`src/design/cp15_defs.svh`:
```
`ifndef CP15_DEFS_SVH
`define CP15_DEFS_SVH

// Register file geometry
`define CP15_NUM_REGS 16

// Cache lines walked by one clean operation
`define CP15_CACHE_LINES 16

// Width of the cache line index
`define CP15_LINE_IDX_W 4

// Reset value of the read-only ID register (R0)
`define CP15_ID_RESET 32'h41069265

// Reset value of the control register (R1)
`define CP15_CTRL_RESET 32'h00090078

`endif

```
`src/design/cp15Pkg.sv`:
```
`default_nettype none

`include "cp15_defs.svh"

package cp15Pkg;

  // Register contents and bus values
  typedef logic [31:0] regData;

  // Register number
  typedef logic [3:0] regAddr;

  // Coprocessor operand fields from MCR/MRC
  typedef logic [3:0] crmField;
  typedef logic [2:0] opcode2Field;

  // Cache line index used by the clean walk
  typedef logic [`CP15_LINE_IDX_W-1:0] lineIdx;

  // Maintenance sequencer states
  typedef enum logic [1:0] {
    stIdle,
    stClean,
    stFlush
  } maintState;

endpackage

`default_nettype wire

```
`src/design/cp15LineCounter.sv`:
```
`timescale 1ns/10ps
`default_nettype none

`include "cp15_defs.svh"

module cp15LineCounter (
  input  wire logic       clk,
  input  wire logic       reset,
  input  wire logic       lineClear,
  input  wire logic       lineStep,
  output cp15Pkg::lineIdx lineIndex,
  output logic            lastLine
);

  import cp15Pkg::*;

  // Walk position, clear wins over step
  always_ff @(posedge clk) begin
    if (reset) begin
      lineIndex <= '0;
    end else if (lineClear) begin
      lineIndex <= '0;
    end else if (lineStep) begin
      lineIndex <= lineIndex + lineIdx'(1);
    end
  end

  // Final line of the cache
  assign lastLine = (lineIndex == lineIdx'(`CP15_CACHE_LINES - 1));

endmodule

`default_nettype wire

```
`src/design/cp15MaintDecode.sv`:
```
`timescale 1ns/10ps
`default_nettype none

module cp15MaintDecode (
  input  wire logic                 writeStrobe,
  input  wire cp15Pkg::regAddr      addr,
  input  wire cp15Pkg::opcode2Field opcode2,
  input  wire cp15Pkg::crmField     crm,
  output logic                      reqFlushI,
  output logic                      reqFlushD,
  output logic                      reqCleanI,
  output logic                      reqCleanD,
  output logic                      reqTlbI,
  output logic                      reqTlbD
);

  logic opValid;
  logic cacheOp;
  logic tlbOp;

  // Only opcode_2 of 0 or 1 selects a maintenance operation
  assign opValid = (opcode2[2:1] == 2'b00);

  assign cacheOp = writeStrobe & opValid & (addr == 4'd7);
  assign tlbOp   = writeStrobe & opValid & (addr == 4'd8);

  // **************************************************
  // R7 cache operations
  // **************************************************

  always_comb begin
    {reqFlushI, reqFlushD, reqCleanI, reqCleanD} = 4'b0000;
    if (cacheOp) begin
      case (crm)
        4'd7:    {reqFlushI, reqFlushD, reqCleanI, reqCleanD} = 4'b1100;
        4'd5:    {reqFlushI, reqFlushD, reqCleanI, reqCleanD} = 4'b1000;
        4'd6:    {reqFlushI, reqFlushD, reqCleanI, reqCleanD} = 4'b0100;
        4'd11:   {reqFlushI, reqFlushD, reqCleanI, reqCleanD} = 4'b0011;
        4'd10:   {reqFlushI, reqFlushD, reqCleanI, reqCleanD} = 4'b0001;
        4'd15:   {reqFlushI, reqFlushD, reqCleanI, reqCleanD} = 4'b1111;
        4'd14:   {reqFlushI, reqFlushD, reqCleanI, reqCleanD} = 4'b0101;
        default: {reqFlushI, reqFlushD, reqCleanI, reqCleanD} = 4'b0000;
      endcase
    end
  end

  // **************************************************
  // R8 TLB operations
  // **************************************************

  always_comb begin
    {reqTlbI, reqTlbD} = 2'b00;
    if (tlbOp) begin
      case (crm)
        // Both TLBs
        4'd7:    {reqTlbI, reqTlbD} = 2'b11;
        // Instruction TLB
        4'd5:    {reqTlbI, reqTlbD} = 2'b10;
        // Data TLB
        4'd6:    {reqTlbI, reqTlbD} = 2'b01;
        default: {reqTlbI, reqTlbD} = 2'b00;
      endcase
    end
  end

endmodule

`default_nettype wire

```
`src/design/cp15MaintSequencer.sv`:
```
`timescale 1ns/10ps
`default_nettype none

module cp15MaintSequencer (
  input  wire logic       clk,
  input  wire logic       reset,
  input  wire logic       reqFlushI,
  input  wire logic       reqFlushD,
  input  wire logic       reqCleanI,
  input  wire logic       reqCleanD,
  input  wire logic       reqTlbI,
  input  wire logic       reqTlbD,
  input  wire cp15Pkg::lineIdx lineIndex,
  input  wire logic       lastLine,
  output logic            lineClear,
  output logic            lineStep,
  output logic            FlushI,
  output logic            FlushD,
  output logic            CleanI,
  output logic            CleanD,
  output logic            TLBFlushI,
  output logic            TLBFlushD,
  output logic            maintBusy,
  output cp15Pkg::lineIdx cleanLine
);

  import cp15Pkg::*;

  maintState state;
  logic      pendFlushI;
  logic      pendFlushD;
  logic      anyClean;

  assign anyClean = reqCleanI | reqCleanD;

  // **************************************************
  // Counter control
  // **************************************************

  // Counter parks at 0 while idle so a walk starts at line 0
  assign lineClear = (state == stIdle);
  assign lineStep  = (state == stClean);
  assign cleanLine = lineIndex;

  assign maintBusy = (state != stIdle);

  // **************************************************
  // Sequencer FSM
  // **************************************************

  always_ff @(posedge clk) begin
    if (reset) begin
      state      <= stIdle;
      pendFlushI <= 1'b0;
      pendFlushD <= 1'b0;
      FlushI     <= 1'b0;
      FlushD     <= 1'b0;
      CleanI     <= 1'b0;
      CleanD     <= 1'b0;
      TLBFlushI  <= 1'b0;
      TLBFlushD  <= 1'b0;
    end else begin
      case (state)
        stIdle: begin
          TLBFlushI <= reqTlbI;
          TLBFlushD <= reqTlbD;
          if (anyClean) begin
            // Flushes wait until the walk is done
            state      <= stClean;
            CleanI     <= reqCleanI;
            CleanD     <= reqCleanD;
            pendFlushI <= reqFlushI;
            pendFlushD <= reqFlushD;
            FlushI     <= 1'b0;
            FlushD     <= 1'b0;
          end else begin
            // Flush-only operations pulse for one cycle
            FlushI <= reqFlushI;
            FlushD <= reqFlushD;
          end
        end
        stClean: begin
          TLBFlushI <= 1'b0;
          TLBFlushD <= 1'b0;
          if (lastLine) begin
            CleanI <= 1'b0;
            CleanD <= 1'b0;
            FlushI <= pendFlushI;
            FlushD <= pendFlushD;
            state  <= (pendFlushI | pendFlushD) ? stFlush : stIdle;
          end
        end
        stFlush: begin
          FlushI     <= 1'b0;
          FlushD     <= 1'b0;
          pendFlushI <= 1'b0;
          pendFlushD <= 1'b0;
          state      <= stIdle;
        end
        default: begin
          state <= stIdle;
        end
      endcase
    end
  end

endmodule

`default_nettype wire

```
`src/design/cp15RegFile.sv`:
```
`timescale 1ns/10ps
`default_nettype none

`include "cp15_defs.svh"

module cp15RegFile (
  input  wire logic            clk,
  input  wire logic            reset,
  input  wire logic            CPUEn,
  input  wire logic            CPUWriteEn,
  input  wire logic            MMUEn,
  input  wire logic            MMUWriteEn,
  input  wire cp15Pkg::regAddr addr,
  input  wire cp15Pkg::regData CPUWriteData,
  input  wire cp15Pkg::regData MMUWriteData,
  output cp15Pkg::regData      rd,
  output cp15Pkg::regData      control,
  output cp15Pkg::regData      tbase,
  output logic                 writeStrobe,
  output logic                 portConflict
);

  import cp15Pkg::*;

  regData rf [`CP15_NUM_REGS];
  regData wd;
  regData writeMask;
  logic   we;
  logic   re;

  // Writable bits per register, zero means the register ignores writes
  function automatic regData maskFor(input regAddr a);
    regData m;
    case (a)
      4'd1:    m = 32'h0000FFFF;
      4'd2:    m = 32'hFFFFC000;
      4'd3:    m = 32'hFFFFFFFF;
      4'd5:    m = 32'h000001FF;
      4'd6:    m = 32'hFFFFFFFF;
      default: m = '0;
    endcase
    return m;
  endfunction

  function automatic regData resetFor(input regAddr a);
    regData v;
    case (a)
      4'd0:    v = `CP15_ID_RESET;
      4'd1:    v = `CP15_CTRL_RESET;
      default: v = '0;
    endcase
    return v;
  endfunction

  // **************************************************
  // Requester decoding
  // **************************************************

  // Enable without write enable is a read
  assign we = CPUWriteEn | MMUWriteEn;
  assign re = (CPUEn & ~CPUWriteEn) | (MMUEn & ~MMUWriteEn);

  // MMU wins the write port when both write
  assign wd = MMUWriteEn ? MMUWriteData : CPUWriteData;

  // Two writes or two enables in the same cycle
  assign portConflict = (CPUWriteEn & MMUWriteEn) | (CPUEn & MMUEn);

  assign writeStrobe = we;

  // **************************************************
  // Register storage
  // **************************************************

  assign writeMask = maskFor(addr);

  always_ff @(posedge clk) begin
    if (reset) begin
      for (int i = 0; i < `CP15_NUM_REGS; i++) begin
        rf[i] <= resetFor(regAddr'(i));
      end
    end else if (we) begin
      // Only the masked bits take the new value
      rf[addr] <= (rf[addr] & ~writeMask) | (wd & writeMask);
    end
  end

  // Read port returns zero when nobody reads
  assign rd = re ? rf[addr] : '0;

  // Control and translation base are always visible
  assign control = rf[1];
  assign tbase   = rf[2];

endmodule

`default_nettype wire

```
`src/design/cp15Top.sv`:
```
`timescale 1ns/10ps
`default_nettype none

module cp15Top (
  input  wire logic                 clk,
  input  wire logic                 reset,
  input  wire logic                 CPUEn,
  input  wire logic                 CPUWriteEn,
  input  wire logic                 MMUEn,
  input  wire logic                 MMUWriteEn,
  input  wire cp15Pkg::regAddr      addr,
  input  wire cp15Pkg::regData      CPUWriteData,
  input  wire cp15Pkg::regData      MMUWriteData,
  input  wire cp15Pkg::opcode2Field opcode2,
  input  wire cp15Pkg::crmField     CRm,
  output cp15Pkg::regData           rd,
  output cp15Pkg::regData           control,
  output cp15Pkg::regData           tbase,
  output logic                      StallCP,
  output logic                      FlushI,
  output logic                      FlushD,
  output logic                      CleanI,
  output logic                      CleanD,
  output logic                      TLBFlushI,
  output logic                      TLBFlushD,
  output cp15Pkg::lineIdx           cleanLine
);

  import cp15Pkg::*;

  logic   writeStrobe;
  logic   portConflict;
  logic   reqFlushI;
  logic   reqFlushD;
  logic   reqCleanI;
  logic   reqCleanD;
  logic   reqTlbI;
  logic   reqTlbD;
  logic   lineClear;
  logic   lineStep;
  logic   lastLine;
  logic   maintBusy;
  lineIdx lineIndex;

  // Port conflicts and running maintenance both hold the requesters
  assign StallCP = portConflict | maintBusy;

  cp15RegFile u_regFile (
    .clk(clk), .reset(reset),
    .CPUEn(CPUEn), .CPUWriteEn(CPUWriteEn),
    .MMUEn(MMUEn), .MMUWriteEn(MMUWriteEn),
    .addr(addr), .CPUWriteData(CPUWriteData), .MMUWriteData(MMUWriteData),
    .rd(rd), .control(control), .tbase(tbase),
    .writeStrobe(writeStrobe), .portConflict(portConflict)
  );

  cp15MaintDecode u_decode (
    .writeStrobe(writeStrobe), .addr(addr), .opcode2(opcode2), .crm(CRm),
    .reqFlushI(reqFlushI), .reqFlushD(reqFlushD),
    .reqCleanI(reqCleanI), .reqCleanD(reqCleanD),
    .reqTlbI(reqTlbI), .reqTlbD(reqTlbD)
  );

  cp15MaintSequencer u_sequencer (
    .clk(clk), .reset(reset),
    .reqFlushI(reqFlushI), .reqFlushD(reqFlushD),
    .reqCleanI(reqCleanI), .reqCleanD(reqCleanD),
    .reqTlbI(reqTlbI), .reqTlbD(reqTlbD),
    .lineIndex(lineIndex), .lastLine(lastLine),
    .lineClear(lineClear), .lineStep(lineStep),
    .FlushI(FlushI), .FlushD(FlushD), .CleanI(CleanI), .CleanD(CleanD),
    .TLBFlushI(TLBFlushI), .TLBFlushD(TLBFlushD),
    .maintBusy(maintBusy), .cleanLine(cleanLine)
  );

  cp15LineCounter u_lineCounter (
    .clk(clk), .reset(reset),
    .lineClear(lineClear), .lineStep(lineStep),
    .lineIndex(lineIndex), .lastLine(lastLine)
  );

endmodule

`default_nettype wire

```
`config.mk`:
```
export PLATFORM = sky130hd
export DESIGN_NAME = cp15Top
export DESIGN_NICKNAME = d
export VERILOG_FILES = /design/src/design/cp15Pkg.sv /design/src/design/cp15LineCounter.sv /design/src/design/cp15MaintDecode.sv /design/src/design/cp15MaintSequencer.sv /design/src/design/cp15RegFile.sv /design/src/design/cp15Top.sv
export VERILOG_INCLUDE_DIRS = /design/src /design/src/design
export SDC_FILE = /design/constraint.sdc
export NUM_CORES = 1
export LEC_CHECK = 0
export ABC_AREA = 1
export BUFFER_PORTS_ARGS = -buffer_cell sky130_fd_sc_hd__buf_4
export CAP_MARGIN = 30
export CELL_PAD_IN_SITES_DETAIL_PLACEMENT = 2
export CELL_PAD_IN_SITES_GLOBAL_PLACEMENT = 2
export CORE_AREA = 2 2 257 259
export DETAILED_ROUTE_END_ITERATION = 10
export DIE_AREA = 0 0 259 261
export PLACE_DENSITY_LB_ADDON = 0.1
export SLEW_MARGIN = 20
export SYNTH_ARGS = -nofsm -noshare
export SYNTH_HDL_FRONTEND = slang
export SYNTH_SLANG_ARGS = --single-unit
```
`constraint.sdc`:
```
create_clock -name clk -period 3.8 [get_ports clk]
set_input_delay 0.57 -clock clk [delete_from_list [all_inputs] [get_ports clk]]
set_output_delay 0.57 -clock clk [all_outputs]
set_load 0.01 [all_outputs]
```
==> impl_metrics.ini <==
[outcome]
outcome = finished, final reports clean

[clocking]
cts-htree-levels = 2
clk-insertion-delay-late_ns = 0.63
cts.reportedPaths.clkPinSlew_ns = 0.06
clkSinkCount = 526
clock_tree.buffer_depth = 3
cts_tree = yes
post_cts.repair.setup_buffers = 0
clk_root_buffer_cell = sky130_fd_sc_hd__clkbuf_16
cts_inserted_buffers = 60
postCtsResizedCells = 0
postCtsHoldBufs = 0

[timing]
totalNegativeSetupSlack_ns = 0
max-slew-margin-rel = 0.452
rsz_0062_raised_after_global_routing = no
timing.final.crit_share = 0.838
timing_max_transition_violations_final = 0
tightestPinTransition_ns = 0.821
endpoints_failing_hold = 0
report.final.setup_viol = 0
timing.final.crit_period_ns = 3.19
worst_path_setup_slack_after_routing_ns = 0.614
final.setup_skew_ns = 0.0149
max_freq_mhz = 314

[hold_path]
hold-path-cell-count = 2
hold_path_end = u_sequencer.pendFlushD
hp-class = in -> reg
min_from = reset

[power]
leakage_nw = 12.9
max-vdd-ir-drop_v = 0.000396
p_per_area_mw_per_mm2 = 469
internal_power_mw = 10.0
switching_pwr_mw = 3.81
power.total_mw = 13.8
clock_share_of_power = 0.391
comb_power_share = 0.127
swShare = 0.275
power_frac_seq = 0.482

[global_routing]
grt_first_pass_wirelength_um = 148000
gr-total-overflow = 0
antenna_violations_before_repair = 0
grt_most_used_layer = met2
overall_global_routing_usage = 0.298
grt.met2_usage = 0.518
grt_max_degree = 89
vias_in_the_first_global_route = 23400
grt_use_met1 = 0.376
grt_util_met3 = 0.0437

[setup_path]
critPathKind = in -> out
worst_ep_arrival_time_ns = 2.62
crit_path_max_fanout = 58
r2r-start = u_regFile.rf[2][6]
critical_path.reg2reg.endpoint = u_regFile.rf[10][6]
worstSetupStartpointType = input pin
worst_reg2reg_setup_slack_ns = 1.51
r2r_cells = 10
required_ns = 3.23
cp-end-kind = output pin

[placement]
dp_worst_setup_slack_ns = 0.543
place_congestion = 0.822
portBuffers = 186
detailed_place_hpwl_um = 65400

[die]
fp.dieW_um = 259
core_region_area_sq_mm = 0.0650
initial_core_util = 0.395
floorplan.die_area_sq_mm = 0.0676
floorplan.die.height_um = 261
std_cell_rows = 94
top_level_pins = 188

[detailed_routing]
drcViolationCount = 0
drt-initial-drc-count = 1556
routed-via-count = 21400
drt_pass1_iterations = 5
detail_route.wirelength_um = 101000
detail-route-antenna-nets = 0
route.detailed.wl_per_inst_um = 25.1
drt_via_density = 5.34

[layout]
layout.nets = 3184
post_route_cells_drive_above_1_share = 0.136
storage_cell_area_sq_mm = 0.0157
multiInputGateArea_sq_mm = 0.00873
most-common-layout-cells = 1,461 x sky130_fd_sc_hd__nand2_1, 588 x sky130_fd_sc_hd__nor2_1, 512 x sky130_fd_sc_hd__edfxtp_1
layout_commonest_cell = sky130_fd_sc_hd__nand2_1
fillcell_total = 7112
signed_area_change_from_the_synthesized_netlist_to_the_final_layout_pct = 14.9

[synth]
synth_cell_types = 31
postSynthRegisterBits = 526
synthesis.area_per_instance_sq_um = 8.69
synthesis.nets = 3044
number_of_instances_in_the_synthesized_netlist = 2958
synth_sequential_area_ratio = 0.609
syn-cell-area_sq_mm = 0.0257
yosys_warnings = 0

[flow_run]
max_cap_violations = 0
-- flip-flops by register name, summed over array words and instances, names as in the netlist --
| register | cells |
|---|---|
| u_regFile.rf | 512 |
| u_lineCounter.lineIndex | 4 |
| u_sequencer.state | 2 |
| u_sequencer.CleanD | 1 |
| u_sequencer.CleanI | 1 |
| u_sequencer.FlushD | 1 |
| u_sequencer.FlushI | 1 |
| u_sequencer.TLBFlushD | 1 |
| u_sequencer.TLBFlushI | 1 |
| u_sequencer.pendFlushD | 1 |
| u_sequencer.pendFlushI | 1 |
-- cells by family after synthesis --
kind of cell / share of synthesized area
simple gates: 0.326
flops: 0.609
buf+inv: 0.0518
compound gates: 0.00886
mux: 0.00234
fa+ha+maj: 0.00243
-- per-layer routing --
layer	vias up	wire length, um
li1	9645	-
met1	11000	41300
met2	579	49800
met3	173	5370
met4	0	4050
met5	-	0
-- per-stage QoR --
step / util / instances / hold WS (ns) / area (sq um)
global placement: 0.427 / 3899 / 0.449 / 27800
finish: 0.454 / 4008 / 0.213 / 29500
detailed placement: 0.427 / 3900 / 0.478 / 27800
CTS: 0.454 / 4007 / 0.177 / 29500
floorplan: - / 2958 / 0.472 / 25700
global route: 0.454 / 4007 / 0.205 / 29500
-- worst max path at each step --
stage                          end     from  slack, ns  cells past startpoint
2_1_floorplan   u_regFile.rf[8][0]  addr[0]       1.05                      9
3_3_place_gp   u_regFile.rf[0][23]  addr[0]       0.59                      8
3_5_place_dp   u_regFile.rf[0][26]  addr[0]       0.54                      8
4_1_cts                     rd[15]  addr[0]       0.62                     12
5_1_grt                     rd[15]  addr[0]       0.50                     12
6_report                    rd[15]  addr[0]       0.61                     12
-- power by group through the flow --
stage | clock network [mW] | logic, mW | registers, mW
after global placement | 0 | 1.69 | 6.78
after detailed placement | 0 | 1.75 | 6.80
after CTS | 5.48 | 1.77 | 6.68
after floorplan | 0 | 1.02 | 6.79
after global routing | 5.71 | 1.90 | 6.70
final | 5.42 | 1.76 | 6.68
-- layout make-up --
| type | instances | share of cell area |
|---|---|---|
| Sequential cell | 526 | 0.530 |
| Antenna cell | 1 | 0.0000847 |
| Clock inverter | 25 | 0.00483 |
| Tap cell | 864 | 0.0366 |
| Timing Repair Buffer | 269 | 0.0736 |
| Multi-Input combinational cell | 2211 | 0.296 |
| Clock buffer | 82 | 0.0551 |
| Inverter | 30 | 0.00415 |
-- synthesized netlist by cell type --
cell type / number / area (sq um)
sky130_fd_sc_hd__nand2_1: 1462 / 5490
sky130_fd_sc_hd__nor2_1: 588 / 2210
sky130_fd_sc_hd__edfxtp_1: 512 / 15400
sky130_fd_sc_hd__clkbuf_1: 65 / 244
sky130_fd_sc_hd__buf_6: 56 / 631
sky130_fd_sc_hd__buf_2: 42 / 210
sky130_fd_sc_hd__nand2_2: 40 / 250
sky130_fd_sc_hd__nor2_2: 30 / 188
sky130_fd_sc_hd__nand3_1: 25 / 125
sky130_fd_sc_hd__o21ai_0: 22 / 110
sky130_fd_sc_hd__buf_1: 21 / 78.8
sky130_fd_sc_hd__inv_1: 18 / 67.6
sky130_fd_sc_hd__dfxtp_1: 14 / 280
sky130_fd_sc_hd__a21oi_1: 13 / 65.1
sky130_fd_sc_hd__inv_2: 9 / 33.8
sky130_fd_sc_hd__buf_4: 7 / 52.6
sky130_fd_sc_hd__mux2i_1: 6 / 60.1
sky130_fd_sc_hd__ha_1: 5 / 62.6
sky130_fd_sc_hd__nor2_4: 3 / 33.8
sky130_fd_sc_hd__nor3_1: 3 / 15.0
sky130_fd_sc_hd__o21ai_1: 3 / 15.0
sky130_fd_sc_hd__a31oi_1: 2 / 12.5
sky130_fd_sc_hd__clkinv_1: 2 / 7.51
sky130_fd_sc_hd__nor2_8: 2 / 40.0
sky130_fd_sc_hd__nor3b_1: 2 / 15.0
sky130_fd_sc_hd__a22o_1: 1 / 8.76
sky130_fd_sc_hd__and3_1: 1 / 6.26
sky130_fd_sc_hd__inv_4: 1 / 6.26
sky130_fd_sc_hd__nand4_1: 1 / 6.26
sky130_fd_sc_hd__o21ai_2: 1 / 8.76
sky130_fd_sc_hd__o21bai_1: 1 / 7.51
-- worst max-delay path, stage by stage --
cell,delay [ns]
sky130_fd_sc_hd__clkbuf_8,0.23
sky130_fd_sc_hd__inv_8,0.37
sky130_fd_sc_hd__buf_4,0.37
sky130_fd_sc_hd__nand2_1,0.12
sky130_fd_sc_hd__nand2_1,0.11
sky130_fd_sc_hd__nand2_1,0.08
sky130_fd_sc_hd__nand2_1,0.08
sky130_fd_sc_hd__nand2_1,0.06
sky130_fd_sc_hd__nand2_1,0.22
sky130_fd_sc_hd__nor2_1,0.11
sky130_fd_sc_hd__nor2_1,0.10
sky130_fd_sc_hd__buf_4,0.14
No activity file was read; power rests on OpenSTA's default activity.
